`config.mk`:
```
export PLATFORM = sky130hd
export DESIGN_NAME = bldcDriveTop
export DESIGN_NICKNAME = d
export VERILOG_FILES = /design/src/pwmPkg.sv /design/src/motorPkg.sv /design/src/bldcDriveTop.sv /design/src/gateProtect.sv /design/src/phaseDriver.sv /design/src/pwmGenerator.sv /design/src/motorCommutator.sv
export SDC_FILE = /design/constraint.sdc
export NUM_CORES = 1
export LEC_CHECK = 0
export BUFFER_PORTS_ARGS = -buffer_cell sky130_fd_sc_hd__buf_2
export CAP_MARGIN = 5
export CORE_MARGIN = 2
export CORE_UTILIZATION = 60
export CTS_CLUSTER_DIAMETER = 40
export DETAILED_ROUTE_END_ITERATION = 12
export MAX_ROUTING_LAYER = met4
export PLACE_DENSITY = 0.88
export SYNTH_ARGS = -nofsm -noshare
export SYNTH_HDL_FRONTEND = slang
export SYNTH_HIERARCHICAL = 1
export SYNTH_SLANG_ARGS = --single-unit
```
`constraint.sdc`:
```
create_clock -name clk -period 3.6 [get_ports clk]
set_input_delay 0.36 -clock clk [delete_from_list [all_inputs] [get_ports clk]]
set_output_delay 0.36 -clock clk [all_outputs]
set_load 0.02 [all_outputs]
```
`src/pwmPkg.sv`:
```
package pwmPkg;

    localparam int dutyW = 8;

    typedef logic [dutyW-1:0] dutyT;

    // on time plus off time, in clk cycles
    localparam int pwmPeriod = 255;

    // special codes, no counting for these
    localparam dutyT dutyFullOn  = dutyT'(255);
    localparam dutyT dutyFullOff = dutyT'(0);

endpackage

```
`src/motorPkg.sv`:
```
package motorPkg;

    localparam int numPhases = 3;
    localparam int numSteps  = 6;
    localparam int stepIdxW  = 3;

    typedef logic [stepIdxW-1:0]  stepIdxT;
    typedef logic [numPhases-1:0] phaseMaskT;   // bit 0 = A, bit 1 = B, bit 2 = C

    // phase driven high in each step
    function automatic phaseMaskT stepHigh(stepIdxT s);
        case (s)
            3'd0, 3'd1: return 3'b001;
            3'd2, 3'd3: return 3'b010;
            3'd4, 3'd5: return 3'b100;
            default:    return 3'b000;
        endcase
    endfunction

    // phase pulled low in each step
    function automatic phaseMaskT stepLow(stepIdxT s);
        case (s)
            3'd0, 3'd5: return 3'b010;
            3'd1, 3'd2: return 3'b100;
            3'd3, 3'd4: return 3'b001;
            default:    return 3'b000;
        endcase
    endfunction

endpackage
```
`src/bldcDriveTop.sv`:
```
`timescale 1ns/10ps

module bldcDriveTop #(
    parameter int stepCycles = 600,
    parameter int deadCycles = 4
) (
    input  logic                           clk,
    input  logic                           nRst,
    input  logic                           run,
    input  logic                           dir,
    input  pwmPkg::dutyT                   duty,
    input  logic                           overCurrent,
    input  logic                           faultClear,
    output logic [motorPkg::numPhases-1:0] gateHigh,
    output logic [motorPkg::numPhases-1:0] gateLow,
    output logic                           fault,
    output motorPkg::stepIdxT              step
);
    import motorPkg::*;

    logic                 stepLast;
    logic                 pwm;
    logic [numPhases-1:0] highEn;
    logic [numPhases-1:0] lowEn;
    logic [numPhases-1:0] phaseEn;
    logic [numPhases-1:0] reqHigh;
    logic [numPhases-1:0] reqLow;

    motorCommutator #(
        .stepCycles(stepCycles)
    ) u_commutator (
        .clk(clk),
        .nRst(nRst),
        .run(run),
        .dir(dir),
        .step(step),
        .stepLast(stepLast),
        .highEn(highEn),
        .lowEn(lowEn),
        .phaseEn(phaseEn)
    );

    pwmGenerator u_pwm (
        .clk(clk),
        .nRst(nRst),
        .duty(duty),
        .stepLast(stepLast),
        .phaseEn(phaseEn),
        .pwm(pwm)
    );

    // one driver per phase, all share the PWM
    for (genvar i = 0; i < numPhases; i++) begin : phaseGen
        phaseDriver #(
            .deadCycles(deadCycles)
        ) u_phase (
            .clk(clk),
            .nRst(nRst),
            .highEn(highEn[i]),
            .lowEn(lowEn[i]),
            .pwm(pwm),
            .reqHigh(reqHigh[i]),
            .reqLow(reqLow[i])
        );
    end

    gateProtect u_protect (
        .clk(clk),
        .nRst(nRst),
        .reqHigh(reqHigh),
        .reqLow(reqLow),
        .overCurrent(overCurrent),
        .faultClear(faultClear),
        .gateHigh(gateHigh),
        .gateLow(gateLow),
        .fault(fault)
    );

endmodule

```
`src/gateProtect.sv`:
```
`timescale 1ns/10ps

module gateProtect (
    input  logic                           clk,
    input  logic                           nRst,
    input  logic [motorPkg::numPhases-1:0] reqHigh,
    input  logic [motorPkg::numPhases-1:0] reqLow,
    input  logic                           overCurrent,
    input  logic                           faultClear,
    output logic [motorPkg::numPhases-1:0] gateHigh,
    output logic [motorPkg::numPhases-1:0] gateLow,
    output logic                           fault
);

    logic shootThrough;
    logic faultNext;

    // any phase asking for both switches at once
    assign shootThrough = |(reqHigh & reqLow);

    // clear only takes when the overcurrent is gone
    assign faultNext = overCurrent || shootThrough || (fault && !faultClear);

    always_ff @(posedge clk or negedge nRst) begin
        if (!nRst) begin
            fault    <= 1'b0;
            gateHigh <= '0;
            gateLow  <= '0;
        end else begin
            fault <= faultNext;
            if (faultNext) begin
                gateHigh <= '0;   // off in the same cycle fault rises
                gateLow  <= '0;
            end else begin
                gateHigh <= reqHigh;
                gateLow  <= reqLow;
            end
        end
    end

endmodule

```
`src/phaseDriver.sv`:
```
`timescale 1ns/10ps

module phaseDriver #(
    parameter int deadCycles = 4
) (
    input  logic clk,
    input  logic nRst,
    input  logic highEn,
    input  logic lowEn,
    input  logic pwm,
    output logic reqHigh,
    output logic reqLow
);

    localparam int cntW = ($clog2(deadCycles + 1) < 1) ? 1 : $clog2(deadCycles + 1);
    localparam logic [cntW-1:0] deadLast = cntW'(deadCycles);

    logic [cntW-1:0] deadCnt;
    logic            wantHigh;
    logic            wantLow;
    logic            bothOff;
    logic            deadDone;

    assign wantHigh = highEn && pwm;   // high side chopped by the PWM
    assign wantLow  = lowEn;
    assign bothOff  = !reqHigh && !reqLow;
    assign deadDone = (deadCnt == deadLast);

    always_ff @(posedge clk or negedge nRst) begin
        if (!nRst) begin
            reqHigh <= 1'b0;
            reqLow  <= 1'b0;
            deadCnt <= '0;
        end else begin
            // a side already on stays on while wanted, turn-off is immediate
            reqHigh <= wantHigh && (reqHigh || (bothOff && deadDone));
            // high side wins if both are asked for at once
            reqLow  <= wantLow && (reqLow || (bothOff && deadDone && !wantHigh));

            // count off cycles while a turn-on is pending
            if (!bothOff || !(wantHigh || wantLow)) begin
                deadCnt <= '0;
            end else if (!deadDone) begin
                deadCnt <= deadCnt + 1'b1;
            end
        end
    end

endmodule

```
`src/pwmGenerator.sv`:
```
`timescale 1ns/10ps

module pwmGenerator (
    input  logic         clk,
    input  logic         nRst,
    input  pwmPkg::dutyT duty,
    input  logic         stepLast,
    input  logic [2:0]   phaseEn,
    output logic         pwm
);
    import pwmPkg::*;

    dutyT dutyHold;     // duty copy used between reloads
    dutyT pwmCnt;       // cycles left in the current on or off phase
    dutyT onLoad;
    dutyT offLoad;
    dutyT reloadOff;    // off time computed from the incoming duty
    logic reload;
    logic cntLast;

    // restart at each step end and while the bridge is idle
    assign reload = stepLast || (phaseEn == '0);

    assign cntLast   = (pwmCnt <= dutyT'(1));
    assign onLoad    = dutyHold;
    assign offLoad   = dutyT'(pwmPeriod) - dutyHold;
    assign reloadOff = dutyT'(pwmPeriod) - duty;

    always_ff @(posedge clk or negedge nRst) begin
        if (!nRst) begin
            dutyHold <= dutyFullOff;
            pwmCnt   <= dutyT'(pwmPeriod);
            pwm      <= 1'b0;
        end else if (reload) begin
            // latch new duty and start with the off phase
            dutyHold <= duty;
            pwmCnt   <= reloadOff;
            pwm      <= (duty == dutyFullOn);
        end else if (dutyHold == dutyFullOn) begin
            pwm <= 1'b1;    // always on, counter idles
        end else if (dutyHold == dutyFullOff) begin
            pwm <= 1'b0;    // always off
        end else if (cntLast) begin
            if (pwm) begin
                pwmCnt <= offLoad;
            end else begin
                pwmCnt <= onLoad;
            end
            pwm <= ~pwm;
        end else begin
            pwmCnt <= pwmCnt - 1'b1;
        end
    end

endmodule

```
`src/motorCommutator.sv`:
```
`timescale 1ns/10ps

module motorCommutator #(
    parameter int stepCycles = 600
) (
    input  logic                           clk,
    input  logic                           nRst,
    input  logic                           run,
    input  logic                           dir,      // 1 walks the table backwards
    output motorPkg::stepIdxT              step,
    output logic                           stepLast,
    output logic [motorPkg::numPhases-1:0] highEn,
    output logic [motorPkg::numPhases-1:0] lowEn,
    output logic [motorPkg::numPhases-1:0] phaseEn
);
    import motorPkg::*;

    localparam int cntW = (stepCycles > 1) ? $clog2(stepCycles) : 1;
    localparam logic [cntW-1:0] cntLast = cntW'(stepCycles - 1);
    localparam stepIdxT stepMax = stepIdxT'(numSteps - 1);

    logic [cntW-1:0] stepCnt;
    stepIdxT         stepNext;

    // strobe on the final count of a step
    assign stepLast = run && (stepCnt == cntLast);

    // wrap around the six-step table in either direction
    always_comb begin
        if (dir) begin
            if (step == '0) begin
                stepNext = stepMax;
            end else begin
                stepNext = step - 1'b1;
            end
        end else begin
            if (step == stepMax) begin
                stepNext = '0;
            end else begin
                stepNext = step + 1'b1;
            end
        end
    end

    always_ff @(posedge clk or negedge nRst) begin
        if (!nRst) begin
            stepCnt <= '0;
            step    <= '0;
        end else if (!run) begin
            stepCnt <= '0;   // parked at the start of step 0
            step    <= '0;
        end else if (stepCnt == cntLast) begin
            stepCnt <= '0;
            step    <= stepNext;
        end else begin
            stepCnt <= stepCnt + 1'b1;
        end
    end

    // enables follow the table lookup, all off while stopped
    always_comb begin
        if (run) begin
            highEn = stepHigh(step);
            lowEn  = stepLow(step);
        end else begin
            highEn = '0;
            lowEn  = '0;
        end
    end

    assign phaseEn = highEn | lowEn;   // floating phase stays 0

endmodule

```
# After elaboration in Yosys (flattened, before gate mapping)

Index checks and enable logic that the tools add are counted.
W data, S select, Z words.

Register bits: 52
Latch bits: 0
Bits in writable memories: 0
Memory bits (read-only): 0
Input bits: 14
Logic and storage cells: 138
Memories: 0

Add/subtract/negate cells: 9
$mul: 0
Divide/modulo/power cells: 0
Magnitude comparators: 1
Equal/unequal tests: 17
Shift-type cells: 0
Mux-type cells: 28
Bitwise gates (word level): 3
Reductions and logical operators: 63

Operators with widths:

| operator                | number |
|---|---|
| $mux W3                 | 15 |
| $mux W8                 | 5 |
| $logic_and A1 B1 Y1     | 20 |
| $mux W10                | 2 |
| $pmux W3 S3             | 2 |
| $eq A8 B8 Y1 const B    | 2 |
| $logic_not A1 Y1        | 16 |
| $sub A8 B8 Y8 const A   | 2 |
| $eq A3 B3 Y1 const B    | 5 |
| $logic_or A1 B1 Y1      | 15 |
| $add A3 B1 Y3 const B   | 4 |
| $reduce_or A2 Y1        | 6 |
| $add A10 B1 Y10 const B | 1 |
| $eq A10 B10 Y1 const B  | 1 |
| $le A8 B1 Y1 const B    | 1 |
| $logic_not A8 Y1        | 1 |
| $sub A8 B1 Y8 const B   | 1 |
| $eq A3 B2 Y1 const B    | 2 |
| $logic_not A3 Y1        | 2 |
| $ne A2 B1 Y1 const B    | 3 |
| $ne A2 B2 Y1 const B    | 3 |
| $mux W1                 | 4 |
| $reduce_bool A4 Y1      | 1 |
| $and A3 B3 Y3           | 1 |
| 6 further kinds         | 6 |

# Logic depth before layout (Yosys ltp)

Depth after elaboration: 9
Mapped depth: 11

# Hierarchy

The synthesis kept the hierarchy.

Modules (own cells, without submodules):

| module          | times used | cells each | area each (um^2) | seq. area each (um^2) |
|---|---|---|---|---|
| pwmGenerator    | 1          | 126        | 1,113.6          | 435.4 |
| phaseDriver     | 3          | 26         | 310.3            | 125.1 |
| motorCommutator | 1          | 94         | 822.0            | 325.3 |
| gateProtect     | 1          | 23         | 302.8            | 175.2 |

# Worst setup path before layout

Ideal clock, no wire load.

Path type: flip-flop to flip-flop
From: reg u_commutator.step[2]
To: reg u_pwm.pwm
Data arrival time: 2.542 ns
Data required time: 3.476 ns
Slack: 0.934 ns
Stages on the path, launching flop included: 12
Path buffers: 3
Period minus slack after synthesis: 2.666 ns
Cell sequence: dfrtp_1 -> clkbuf_1 -> inv_1 -> ha_1 -> o21a_1 -> or2_2 -> nor3_1 -> or2_2 -> buf_2 -> clkbuf_1 -> o21ai_0 -> o31a_1

Longest elaborated chain between the ends: 8
Elaborated cells between the ends (all ways): 21
Classes of those cells: eq/ne: 5; mux: 5; bitwise: 1; reduce/logical: 10

Ends and longest elaborated chain:

| element                                                        | line                  | text |
|---|---|---|
| start, declared                                                | motorCommutator.sv:10 | `output motorPkg::stepIdxT step,` |
| start signal, assigned                                         | motorCommutator.sv:54 | `step <= stepNext;` |
| $eq A3 B3 Y1 (tied with other cells)                           | motorPkg.sv:12        | `case (s)` |
| $reduce_or A2 Y1                                               | motorPkg.sv:12        |  |
| $pmux W3 S3 (*)                                                | motorPkg.sv:12        |  |
| $mux W3 (*)                                                    | motorCommutator.sv:62 | `if (run) begin` |
| named net highEn[1]                                            | bldcDriveTop.sv:23    | `logic [numPhases-1:0] highEn;` |
| $or A3 B3 Y3 (*)                                               | motorCommutator.sv:71 | `assign phaseEn = highEn \| lowEn;` |
| named net phaseEn[1]                                           | bldcDriveTop.sv:25    | `logic [numPhases-1:0] phaseEn;` |
| $logic_not A3 Y1 (*)                                           | pwmGenerator.sv:22    | `assign reload = stepLast \|\| (phaseEn == '0);` |
| $logic_or A1 B1 Y1 (*)                                         | pwmGenerator.sv:22    |  |
| $reduce_bool A4 Y1 (no line) / $mux W1 (equally long branches) | --                    |  |
| end signal, assigned                                           | pwmGenerator.sv:38    | `pwm <= (duty == dutyFullOn);` |
| end signal, assigned                                           | pwmGenerator.sv:49    | `pwm <= ~pwm;` |
| end, declared                                                  | pwmGenerator.sv:9     | `output logic pwm` |

Mark *: on every way through the listed nets, which the timed path passes. The rest lies on a longest branch.
A chain may end at the register's enable or synchronous reset.

# Worst setup path in the final report

From: reg u_commutator.step[0]
To: reg u_pwm.pwmCnt[4]

Longest elaborated chain between the ends: 9
Elaborated cells between the ends (all ways): 23
Classes of those cells: eq/ne: 7; mux: 5; bitwise: 1; reduce/logical: 10

Ends and longest elaborated chain:

| element                              | line                  | text |
|---|---|---|
| $eq A3 B3 Y1 (tied with other cells) | motorPkg.sv:12        |  |
| $reduce_or A2 Y1                     | motorPkg.sv:12        |  |
| $pmux W3 S3 (*)                      | motorPkg.sv:12        |  |
| $mux W3 (*)                          | motorCommutator.sv:62 |  |
| named net highEn[1]                  | bldcDriveTop.sv:23    |  |
| $or A3 B3 Y3 (*)                     | motorCommutator.sv:71 |  |
| named net phaseEn[1]                 | bldcDriveTop.sv:25    |  |
| $logic_not A3 Y1 (*)                 | pwmGenerator.sv:22    |  |
| $logic_or A1 B1 Y1 (*)               | pwmGenerator.sv:22    |  |
| $ne A2 B1 Y1 (no line)               | --                    |  |
| $reduce_and A2 Y1 (no line)          | --                    |  |
| end signal, assigned                 | pwmGenerator.sv:32    | `pwmCnt <= dutyT'(pwmPeriod);` |
| end signal, assigned                 | pwmGenerator.sv:37    | `pwmCnt <= reloadOff;` |
| end signal, assigned                 | pwmGenerator.sv:45    | `pwmCnt <= offLoad;` |
| end, declared                        | pwmGenerator.sv:14    | `dutyT pwmCnt;` |

Marked as above.

==> impl_metrics.tcl <==
set metrics [dict create \
    port_buffers 23 \
    hold_ws_ns 0.0256 \
    grt_max_degree 28 \
    drt-total-wl_mm 6.38 \
    layout-drive-gt1-share_pct 21.2 \
    dieArea_sq_mm 0.00588 \
    setup_violations 0 \
    die_x_um 76.7 \
    cp-end-kind "register" \
    cpPeakStageDelay_ns 0.52 \
    synth_top_cells_by_count "44 x dfrtp_1, 35 x nand2_1, 26 x nor2_1, 17 x inv_1, 14 x a21oi_1" \
    path_cells "and2_1 -> ha_1 -> o21a_1 -> or2_2 -> nor3_1 -> or2_2 -> nor2_1 -> a211o_1" \
    grt_usage_pct 23.8 \
    drc 0 \
    path_buf_inv 0 \
    status "complete, no violations" \
    synth-edff-count 0 \
    final_nets 367 \
    ys_types 66 \
    synth_seq_cells 52 \
    synth.cell_area_sq_mm 0.00317 \
    n_antenna_cell 0 \
    fmax_mhz 403 \
    multi_input_area_sq_mm 0.00175 \
    cts_resized 0 \
    ir_drop_mv 0.269 \
    post_cts_buffers 0 \
    area_growth_pct 8.84 \
    path_clk_slew_ns 0.10 \
    antenna_found_initial 0 \
    criticalPathCategory "register to register" \
    cp_common_cell "or2_2" \
    ys_top_cells_by_area "dfrtp_1 35%, dfstp_2 6.6%, nand2_1 4.1%" \
    grt_setup_unrepaired "false" \
    path_max_fanout 17 \
    cp.required_ns 3.84 \
    worst_slew_pin_slew_ns 0.674 \
    ant_nets 0 \
    grt_pass1_vias 2471 \
    slew_headroom_pct 54.7 \
    grt_pass1_wl_mm 11.2 \
    slew_violations 0 \
    yosysTopAreaCellShare_pct 34.7 \
    hold_violations 0 \
    finClkSkew_ns 0.00562 \
    ys_warn_count 6 \
    pin_count 24 \
    drv_cap 0 \
    fin_crit_sh_pct 68.8 \
    ctsHtreeMaxLevel 2 \
    rows 26 \
    fin_crit_ns 2.48 \
    hold_path_class "input port to async pin" \
    critical-path-top-delay-family "simple AND/OR/NAND/NOR gates" \
    cts_tree "done" \
    initial_core_util_pct 62.1 \
    regArea_sq_mm 0.00131 \
    synthCells 321 \
    nFillCells 424 \
    finalSetupTns_ns 0 \
    synth_area_per_cell_sq_um 9.87 \
    yosysMostFrequentCell "dfrtp_1" \
    p_per_area_mw_per_mm2 430 \
    synth_area_leader_cell "dfrtp_1" \
    cts_buffers 5 \
    drtIter0Drc 175 \
    p_leak_nw 1.52 \
    start_kind "register" \
    overflow 0 \
    root_buffer "clkbuf_8" \
    clk_latency_ns 0.31 \
    synth_top_flop_cell "dfrtp_1" \
    via_per_inst 6.15 \
    syn_nets 345 \
    wl_per_cell_um 15.4 \
    cts_sinks 52 \
    post-route-util_pct 67.5 \
    cts_max_path_buffers 2 \
    async_flop_share_pct 100 \
    gp_congestion 0.955 \
    ys_seq_area_share_pct 41.4 \
    crit_slowest_cell "dfrtp_1" \
    dp_hpwl_mm 4.53 \
    core_sq_mm 0.00511 \
    first_pass_iters 4 \
    die_h_um 76.7 \
    hold_buffers 0 \
    cp.arrival_ns 2.72 \
    vias 2546 \
]
[final timing paths]
| kind | from | endpoint | slack (ns) | depth (start not counted) |
|---|---|---|---|---|
| setup / recovery | u_commutator/step[0] | u_pwm/pwmCnt[4] | 1.12 | 8 |
| hold / removal | nRst | phaseGen[1].u_phase/deadCnt[0] | 0.03 | 1 |
| setup reg to reg | u_commutator/step[0] | u_pwm/pwmCnt[4] | 1.12 | 8 |
| hold reg to reg | u_commutator/stepCnt[0] | u_commutator/stepCnt[0] | 0.51 | 1 |
| max in group asynchronous | nRst | u_pwm/pwmCnt[2] | 2.78 | 2 |
| min in group clk | duty[7] | u_pwm/pwmCnt[7] | 0.25 | 2 |
[power breakdown]
group | switching [W] | leakage (nW) | internal (W)
combinational | 0.000168 | 0.788 | 0.000146
sequential | 0.0000958 | 0.675 | 0.000667
clock | 0.000196 | 0.0558 | 0.000210
[sequential cells by signal (all words and copies together) (netlist names)]
name and cells:
phaseGen.u_phase/reqHigh 3, u_protect/gateHigh 3, phaseGen.u_phase/deadCnt 9, u_pwm/pwmCnt 8
phaseGen.u_phase/reqLow 3, u_commutator/stepCnt 10, u_commutator/step 3, u_pwm/pwm 1
u_pwm/dutyHold 8, u_protect/gateLow 3, u_protect/fault 1
[logic make-up (layout without fill, tap and decap cells)]
| group | after synthesis | in the layout | synth area share (%) |
|---|---|---|---|
| adders and majority gates | 10 | 10 | 3.95 |
| DFF | 52 | 52 | 41.4 |
| buffers and inverters | 27 | 50 | 3.55 |
| muxes | 3 | 3 | 0.948 |
| AOI/OAI and AO/OA | 78 | 78 | 21.2 |
| xor gates and xnor gates | 14 | 14 | 3.87 |
| and+or+nand+nor | 137 | 137 | 25.1 |
[layer usage]
metal	GRT usage [%]	share of wire [%]
met3	4.35	4.2
met2	39.0	51
met5	-	0
met4	6.73	1.3
met1	30.5	44
[area by class of cell]
type / instances / share of cell area, %
multi-input combinational: 242 / 50.6
sequential: 52 / 38.0
timing repair buffer: 25 / 3.77
tap: 70 / 2.54
clock buffer: 6 / 2.10
inverter: 17 / 1.85
clock inverter: 2 / 1.12
[worst reg2reg max path: cells and delay by family, from the launching register on]
kind,cells,cell delay (ns)
AO/OA/AOI/OAI,2,0.48
adder cells (fa/ha/maj),1,0.18
flip-flops,1,0.52
AND/OR/NAND/NOR,5,1.22
[metrics by stage]
stage                     total power [W]  setup WS, ns  instance area (sq um)  instances
after floorplan                  0.000992         0.934                   3170        321
after global placement            0.00107          1.22                   3340        406
after detailed placement          0.00108          1.13                   3340        406
after CTS                         0.00149          1.12                   3450        414
after global routing              0.00157         0.978                   3450        414
final                             0.00148          1.12                   3450        414
[layout by cell type, fill, tap and decap left out, types with 6 or more instances in the layout]
master / n
nor4_1: 7
buf_2: 23
ha_1: 10
nand4_1: 6
nand3_1: 7
xor2_1: 9
a21oi_1: 14
nand2_1: 35
inv_1: 17
nor3_1: 6
nor2_1: 26
dfstp_2: 8
o21ai_0: 8
dfrtp_1: 44
(Power assumes the default switching activity.)
